--- src/rtl/fpCvtPkg.sv ---
package fpCvtPkg;

	// ========================================
	// Field widths
	// ========================================

	// Biased exponent of the 96-bit extended format
	typedef logic [14:0] Exp96;

	// Extended significand, explicit integer bit at position 79
	typedef logic [79:0] Sig96;

	// Biased exponent of IEEE single
	typedef logic [7:0] Exp32;

	// Single fraction field, the hidden bit is not stored
	typedef logic [22:0] Sig32;

	// ========================================
	// Value formats
	// ========================================

	// Sign sits on top so the struct maps straight onto the bus bits
	typedef struct packed {
		logic sign;
		Exp96 exp;
		Sig96 sig;
	} Fp96;

	typedef struct packed {
		logic sign;
		Exp32 exp;
		Sig32 sig;
	} Fp32;

	// Exception flags raised for one converted value
	typedef struct packed {
		logic invalid;
		logic overflow;
		logic underflow;
		logic inexact;
		logic infinite;
	} CvtFlags;

	// One queued result, value in the upper 32 bits and flags in the low 5
	typedef struct packed {
		Fp32 value;
		CvtFlags flags;
	} CvtResult;

	// ========================================
	// Format constants
	// ========================================

	localparam Exp96 Bias96 = 15'h3FFF;
	localparam Exp32 Bias32 = 8'h7F;
	localparam Exp96 ExpMax96 = 15'h7FFF;

	// Extended exponents that land on single exponents 0x01 and 0xFE
	localparam Exp96 NormLow = 15'h3F81;
	localparam Exp96 NormHigh = 15'h407E;

	// Lower edge of the subnormal band, anything below flushes to zero
	localparam Exp96 SubLow = 15'h3F6A;

endpackage
--- src/rtl/fpCvtUnit.sv ---
`timescale 1ns/1ps

module fpCvtUnit import fpCvtPkg::*; #(
	parameter int QueueDepth = 4,
	parameter int OutCredits = 2
) (
	input logic clk,
	input logic rstN,
	input logic inValid,
	input Fp96 inData,
	output logic inCredit,
	output logic outValid,
	output CvtResult outData,
	input logic outCreditReturn
);

	// ========================================
	// Combinational conversion stage
	// ========================================

	// Narrowed value and its flags, both valid in the same cycle as inData
	Fp32 cvtValue;
	CvtFlags cvtFlags;

	// Value path
	fpCvt96To32 cvt (
		.in(inData),
		.out(cvtValue)
	);

	// Flag path, looks at the same input in parallel
	fpClassify96 classify (
		.in(inData),
		.flags(cvtFlags)
	);

	// ========================================
	// Queue and flow control
	// ========================================

	// Result is written on the edge that samples inValid
	// The earliest it can leave is one cycle later
	fpCvtMerge #(
		.QueueDepth(QueueDepth),
		.OutCredits(OutCredits)
	) merge (
		.clk(clk),
		.rstN(rstN),
		.inValid(inValid),
		.value(cvtValue),
		.flags(cvtFlags),
		.outCreditReturn(outCreditReturn),
		.inCredit(inCredit),
		.outValid(outValid),
		.outData(outData)
	);

endmodule

--- src/rtl/fpCvtMerge.sv ---
`timescale 1ns/1ps

module fpCvtMerge import fpCvtPkg::*; #(
	parameter int QueueDepth = 4,
	parameter int OutCredits = 2
) (
	input logic clk,
	input logic rstN,
	input logic inValid,
	input Fp32 value,
	input CvtFlags flags,
	input logic outCreditReturn,
	output logic inCredit,
	output logic outValid,
	output CvtResult outData
);

	// Pointer width stays at one bit even for a single entry queue
	localparam int PtrW = (QueueDepth > 1) ? $clog2(QueueDepth) : 1;
	localparam int CntW = $clog2(QueueDepth + 1);
	localparam int CredW = $clog2(OutCredits + 1);

	typedef logic [PtrW-1:0] QPtr;
	typedef logic [CntW-1:0] QCount;
	typedef logic [CredW-1:0] CredCount;

	// ========================================
	// Queue storage and state
	// ========================================

	CvtResult mem [QueueDepth];
	QPtr wrPtr;
	QPtr rdPtr;
	QCount count;

	// Credits currently held toward the consumer
	CredCount credits;

	// Entry that is written this cycle
	CvtResult newEntry;

	// Handshake decisions for the current cycle
	logic push;
	logic pop;

	always_comb begin
		newEntry.value = value;
		newEntry.flags = flags;
		push = inValid;
		// An entry leaves only with something queued and a slot free downstream
		pop = (count != '0) && (credits != '0);
	end

	// Circular increment that also works for depths that are not a power of two
	function automatic QPtr nextPtr(input QPtr ptr);
		if (ptr == QPtr'(QueueDepth - 1))
			return '0;
		return ptr + QPtr'(1);
	endfunction

	// Payload path, no reset needed on the array
	always_ff @(posedge clk) begin
		if (push)
			mem[wrPtr] <= newEntry;
	end

	// Output data is registered on the pop edge together with outValid
	always_ff @(posedge clk) begin
		if (pop)
			outData <= mem[rdPtr];
	end

	// ========================================
	// Pointers and occupancy
	// ========================================

	always_ff @(posedge clk) begin
		if (!rstN) begin
			wrPtr <= '0;
			rdPtr <= '0;
			count <= '0;
		end
		else begin
			if (push)
				wrPtr <= nextPtr(wrPtr);
			if (pop)
				rdPtr <= nextPtr(rdPtr);
			// Push and pop in the same cycle leave the count unchanged
			case ({push, pop})
				2'b10: count <= count + QCount'(1);
				2'b01: count <= count - QCount'(1);
				default: count <= count;
			endcase
		end
	end

	// ========================================
	// Downstream credits and upstream return
	// ========================================

	always_ff @(posedge clk) begin
		if (!rstN) begin
			credits <= CredCount'(OutCredits);
			outValid <= 1'b0;
			inCredit <= 1'b0;
		end
		else begin
			case ({pop, outCreditReturn})
				2'b10: credits <= credits - CredCount'(1);
				2'b01: credits <= credits + CredCount'(1);
				default: credits <= credits;
			endcase
			outValid <= pop;
			// Each pop frees a slot, so one credit goes back upstream
			inCredit <= pop;
		end
	end

	// ========================================
	// Protocol checks
	// ========================================

	// The producer may only send while it still holds a queue credit
	assert property (@(posedge clk) disable iff (!rstN)
		inValid |-> (count < QCount'(QueueDepth)))
		else $error("fpCvtMerge write while queue full");

	// The consumer must never return more credits than it was given
	assert property (@(posedge clk) disable iff (!rstN)
		credits <= CredCount'(OutCredits))
		else $error("fpCvtMerge credit counter above OutCredits");

endmodule

--- src/rtl/fpClassify96.sv ---
`timescale 1ns/1ps

module fpClassify96 import fpCvtPkg::*; (
	input Fp96 in,
	output CvtFlags flags
);

	// Exponent class of the input
	logic isSpecial;
	logic isHuge;
	logic isTiny;

	// Any bit set anywhere in exponent or significand
	logic isNonZero;

	// Fraction bits below the integer bit, used to tell NaN from infinity
	logic fracNonZero;

	// Distance below NormLow, same shift the converter uses for subnormals
	Exp96 subShift;

	// Bits of the significand that fall off the bottom of the single field
	Sig96 lostMask;
	logic normLost;
	logic subLost;

	always_comb begin
		isSpecial = (in.exp == ExpMax96);
		isHuge = !isSpecial && (in.exp > NormHigh);
		isTiny = (in.exp < NormLow);
		isNonZero = (|in.exp) || (|in.sig);
		fracNonZero = |in.sig[78:0];
		subShift = NormLow - in.exp;
	end

	// ========================================
	// Lost bit detection
	// ========================================

	always_comb begin
		// A shift of 23 or more pushes the whole kept window out
		if (subShift > 15'd23)
			lostMask = '1;
		else
			lostMask = (Sig96'(1) << (subShift + 15'd57)) - Sig96'(1);

		// Normal results keep bits 78..56 and drop everything under them
		normLost = |in.sig[55:0];
		subLost = |(in.sig & lostMask);
	end

	// ========================================
	// Flag outputs
	// ========================================

	always_comb begin
		flags.invalid = isSpecial && fracNonZero;
		flags.infinite = isSpecial && !fracNonZero;
		flags.overflow = isHuge;
		flags.underflow = isTiny && isNonZero;

		// Saturation always loses precision
		// A tiny value is inexact only if something was shifted away
		if (isHuge)
			flags.inexact = 1'b1;
		else if (isTiny)
			flags.inexact = isNonZero && subLost;
		else if (!isSpecial)
			flags.inexact = normLost;
		else
			flags.inexact = 1'b0;
	end

endmodule

--- src/rtl/fpCvt96To32.sv ---
`timescale 1ns/1ps

module fpCvt96To32 import fpCvtPkg::*; (
	input Fp96 in,
	output Fp32 out
);

	// Exponent after moving from the extended bias to the single bias
	Exp96 normExp;

	// Right shift applied to the significand in the subnormal band
	Exp96 subShift;

	always_comb begin
		normExp = in.exp - Bias96 + Exp96'(Bias32);
		subShift = NormLow - in.exp;
	end

	// ========================================
	// Range selection
	// ========================================

	always_comb begin
		// Sign passes through in every range, so zero and infinity stay signed
		out.sign = in.sign;

		if (in.exp == ExpMax96) begin
			// NaN or infinity
			// The top fraction bits carry the quiet bit and most of the payload
			// The low nibble is kept as well, so a payload tag in the bottom survives
			out.exp = 8'hFF;
			out.sig = {in.sig[78:60], in.sig[3:0]};
		end
		else if (in.exp > NormHigh) begin
			// Finite but too large for single, result saturates to infinity
			out.exp = 8'hFF;
			out.sig = '0;
		end
		else if (in.exp >= NormLow) begin
			// Normal range
			// Bit 79 is the explicit integer bit and is dropped here
			// The fraction is truncated, no rounding is done
			out.exp = Exp32'(normExp);
			out.sig = in.sig[78:56];
		end
		else if (in.exp >= SubLow) begin
			// Subnormal band
			// The integer bit is kept and the whole field slides right
			// The distance to NormLow sets how far it moves
			out.exp = '0;
			out.sig = Sig32'(in.sig[79:57] >> subShift);
		end
		else begin
			// Too small for even the smallest subnormal, flush to zero
			out.exp = '0;
			out.sig = '0;
		end
	end

endmodule

--- config.mk ---
export PLATFORM = sky130hd
export DESIGN_NAME = fpCvtUnit
export DESIGN_NICKNAME = d
export VERILOG_FILES = /design/src/rtl/fpCvtPkg.sv /design/src/rtl/fpCvtUnit.sv /design/src/rtl/fpCvtMerge.sv /design/src/rtl/fpClassify96.sv /design/src/rtl/fpCvt96To32.sv
export SDC_FILE = /design/constraint.sdc
export NUM_CORES = 1
export LEC_CHECK = 0
export BUFFER_PORTS_ARGS = -buffer_cell sky130_fd_sc_hd__buf_2
export CAP_MARGIN = 30
export CELL_PAD_IN_SITES_DETAIL_PLACEMENT = 0
export CELL_PAD_IN_SITES_GLOBAL_PLACEMENT = 1
export CORE_ASPECT_RATIO = 0.8
export CORE_MARGIN = 4
export CORE_UTILIZATION = 51
export CTS_BUF_LIST = sky130_fd_sc_hd__clkbuf_4 sky130_fd_sc_hd__clkbuf_8 sky130_fd_sc_hd__clkbuf_16
export CTS_CLUSTER_SIZE = 12
export DETAILED_ROUTE_END_ITERATION = 16
export GPL_ROUTABILITY_DRIVEN = 1
export PLACE_DENSITY_LB_ADDON = 0.1
export SLEW_MARGIN = 40
export SYNTH_ARGS = -nofsm -noshare
export SYNTH_HDL_FRONTEND = slang
export SYNTH_SLANG_ARGS = --single-unit
export TNS_END_PERCENT = 5
--- constraint.sdc ---
create_clock -name clk -period 11.6 [get_ports clk]
set_input_delay 1.74 -clock clk [delete_from_list [all_inputs] [get_ports clk]]
set_output_delay 1.74 -clock clk [all_outputs]
set_load 0.05 [all_outputs]
==> results.json <==
{
  "path_class": "in2reg",
  "p_per_area_nw_per_um2": 186,
  "worstPathMaxFanout": 37,
  "power_frac_clock": 0.249,
  "yosysSeqAreaShare": 0.532,
  "io_pins": 139,
  "hold_buffers": 0,
  "pwr-share-seq": 0.419,
  "synth_edf_count": 185,
  "syn_to_final_growth_pct": 13.8,
  "avgSynthCellArea_um2": 11.6,
  "dominantRegCellSynth": "edfxtp_1",
  "final_util": 0.593,
  "drc": 0,
  "antenna_cells": 0,
  "ant_nets": 0,
  "start_util": 0.521,
  "antenna_found_initial": 1,
  "cp.arrival_ps": 7350,
  "relSlewSlack": 0.435,
  "synth_area_um2": 10800,
  "clock_skew_ps": 9.31,
  "cts_buffers": 17,
  "sw_frac_of_total": 0.375,
  "status": "finished clean",
  "place_congestion": 0.953,
  "ir_worst_vdd_v": 0.000162,
  "p_int_mw": 1.43,
  "cp.required_ps": 11720,
  "syn_inst": 936,
  "start_kind": "input port",
  "h-tree-depth": 4,
  "cp-end-kind": "flip-flop",
  "postCtsSetupBuffers": 0,
  "drive_gt1_frac": 0.234,
  "ys_types": 73,
  "drv_cap": 0,
  "track_usage": 0.269,
  "synth_top_area_frac": 0.513,
  "die_w_um": 171,
  "fin_crit_sh": 0.623,
  "viasPerCell": 6.49,
  "synth.area.top_cells": "edfxtp_1, mux4_2, nand2_1",
  "fmax_ghz": 0.138,
  "via_count": 8638,
  "p_leak_nw": 4.33,
  "io_buffer_count": 138,
  "grt_pass1_vias": 8237,
  "path_clk_slew_ps": 80,
  "async_flop_share": 0,
  "finalPower_mw": 2.29,
  "fin_nets": 1163,
  "finalSetupTns_ps": 0,
  "holdCritPathClass": "reg2reg",
  "rsz0062_at_grt": "no",
  "yosysWarnings": 0,
  "gr-total-overflow": 0,
  "worstMarginPinSlew_ps": 844,
  "dieArea_um2": 23600,
  "hpwl_um": 22800,
  "cts.sinks": 195,
  "mappedNetlistNets": 1051,
  "synth_seq_cells": 195,
  "dr.pass1.iters": 5,
  "hold_viol": 0,
  "use_met3": 0.0548,
  "grt_max_degree": 41,
  "fp.dieH_um": 138,
  "wl_per_cell_um": 24.1,
  "post_cts_resized": 0,
  "use_met1": 0.421,
  "drt_iter0_markers": 968,
  "yosys.area.top_type": "edfxtp_1",
  "gr-max-usage-layer": "met1",
  "pwr-share-comb": 0.332,
  "grt_pass1_wl_um": 48900,
  "clock_latency_ps": 420,
  "cts_tree": "built",
  "period_minus_slack_ps": 7220,
  "drv_slew": 0,
  "wl_um": 32000,
  "cts_root_buf": "clkbuf_16",
  "grt.met2_usage": 0.394,
  "p_switching_uw": 857,
  "setup_violations": 0,
  "core-area_um2": 20800,
  "clk_path_buf_depth": 2,
  "placementRows": 47
}
## power by group through the flow
stage               sequential [mW]  combinational, mW  clock (mW)
finish                        0.957              0.759       0.570
global route                  0.970              0.806       0.610
CTS                           0.960              0.760       0.576
detailed placement            0.974              0.759           0
global placement              0.970              0.755           0
floorplan                      1.21              0.325           0
## per-layer routing
layer,vias up,wire (µm),part of all wire
li1,3886,-,-
met1,4237,14500,0.45
met3,37,2910,0.091
met5,-,13,0.00041
met2,476,14100,0.44
met4,2,520,0.016
## worst paths after layout
path                                 start                       endpoint  slack (ps)  depth (start not counted)
min reg2reg  merge.credits[1]$_SDFFE_PN1P_  merge.credits[1]$_SDFFE_PN1P_         500                          2
min          merge.credits[1]$_SDFFE_PN1P_  merge.credits[1]$_SDFFE_PN1P_         500                          2
max reg2reg    merge.count[0]$_SDFFE_PN0P_    merge.count[2]$_SDFFE_PN0P_        9490                          8
max                             inData[81]      merge.mem[3][1]$_DFFE_PP_        4380                         19
## critical path: stages
cell and delay (ps):
buf_4 250, inv_1 250, ha_1 390, or3b_1 420
or3_4 420, a211oi_4 470, o2111ai_1 240, and3_1 230
o211ai_1 560, nor3_1 160, nand3_1 130, ha_1 610
inv_1 220, o211ai_1 300, o2bb2a_1 190, or3b_1 110
nand4_1 90, nor4b_1 310, a41oi_1 230
## cell usage in the layout (no fill, tap or decap), types with 8 or more instances in the layout
master	Yosys	layout
a21oi_1	45	45
a22o_1	11	11
a31oi_1	14	14
and2_1	17	13
and3_1	8	8
buf_2	1	137
clkbuf_16	0	18
dfxtp_1	10	8
edfxtp_1	185	185
ha_1	14	14
inv_1	16	16
mux2i_1	23	23
mux4_2	40	40
nand2_1	122	122
nand3_1	23	23
nand4_1	24	24
nor2_1	61	61
nor2b_1	10	10
nor3_1	27	26
nor4_1	26	25
o211ai_1	11	11
o21ai_0	48	47
o31ai_1	8	8
xnor2_1	19	17
xor2_1	10	10
## Yosys cell counts (3+ instances only)
cell type and instances:
mux4_2 40, o2111ai_1 3, o31a_1 4, edfxtp_1 185, nand2_1 122, a211oi_1 3, buf_1 9, a221oi_1 6
nand2b_1 4, nor2b_1 10, nor4_1 26, ha_1 14, o22ai_1 3, xnor2_1 19, o211ai_1 11, or2_2 4
nor3_1 27, o211a_1 5, mux2_2 5, a31oi_1 14, clkbuf_1 38, o21ai_1 3, a211o_1 3, and2_1 17
inv_1 16, nor2_1 61, a21o_1 4, nand3_1 23, o21a_1 6, dfxtp_1 10, nor4b_1 3, a21boi_0 3
o21ai_0 48, a22oi_1 7, a21oi_1 45, a311oi_1 3, or3_1 6, and3_1 8, mux2i_1 23, a22o_1 11
nand4_1 24, xor2_1 10, o22a_1 3, o31ai_1 8
## layout make-up
| type | count | area (µm²) |
|---|---|---|
| Clock buffer | 19 | 458 |
| Sequential cell | 195 | 5760 |
| Fill cell | 1698 | 8450 |
| Multi-Input combinational cell | 673 | 4830 |
| Inverter | 16 | 60.1 |
| Timing Repair Buffer | 145 | 749 |
| Clock inverter | 13 | 120 |
| Tap cell | 269 | 337 |
## per-stage QoR
step	instance area, µm²	std cells	worst slack [ps]	hold slack (ps)
after floorplan	10800	936	5260	464
after global placement	11700	1297	3970	483
after detailed placement	11700	1298	3880	495
after CTS	12300	1330	4290	509
after global routing	12300	1330	4000	523
final	12300	1330	4380	505
## state kept, by name, indices dropped and copies added, names as in the netlist
| signal | cells |
|---|---|
| merge.count | 3 |
| merge.credits | 2 |
| merge.inCredit | 1 |
| merge.mem | 148 |
| merge.outData | 37 |
| merge.rdPtr | 2 |
| merge.wrPtr | 2 |
## kinds of logic (layout without fill, tap and decap cells)
group | count (synthesis) | count (layout) | share of synthesized area
adder cells (fa/ha/maj) | 15 | 15 | 0.0180
XOR/XNOR | 29 | 29 | 0.0235
AND/OR/NAND/NOR | 348 | 348 | 0.157
buffers and inverters | 68 | 193 | 0.0258
flip-flops | 195 | 195 | 0.532
multiplexers | 68 | 68 | 0.110
AO/OA/AOI/OAI | 213 | 213 | 0.134
Note: power is estimated with default switching activity, not from simulation.
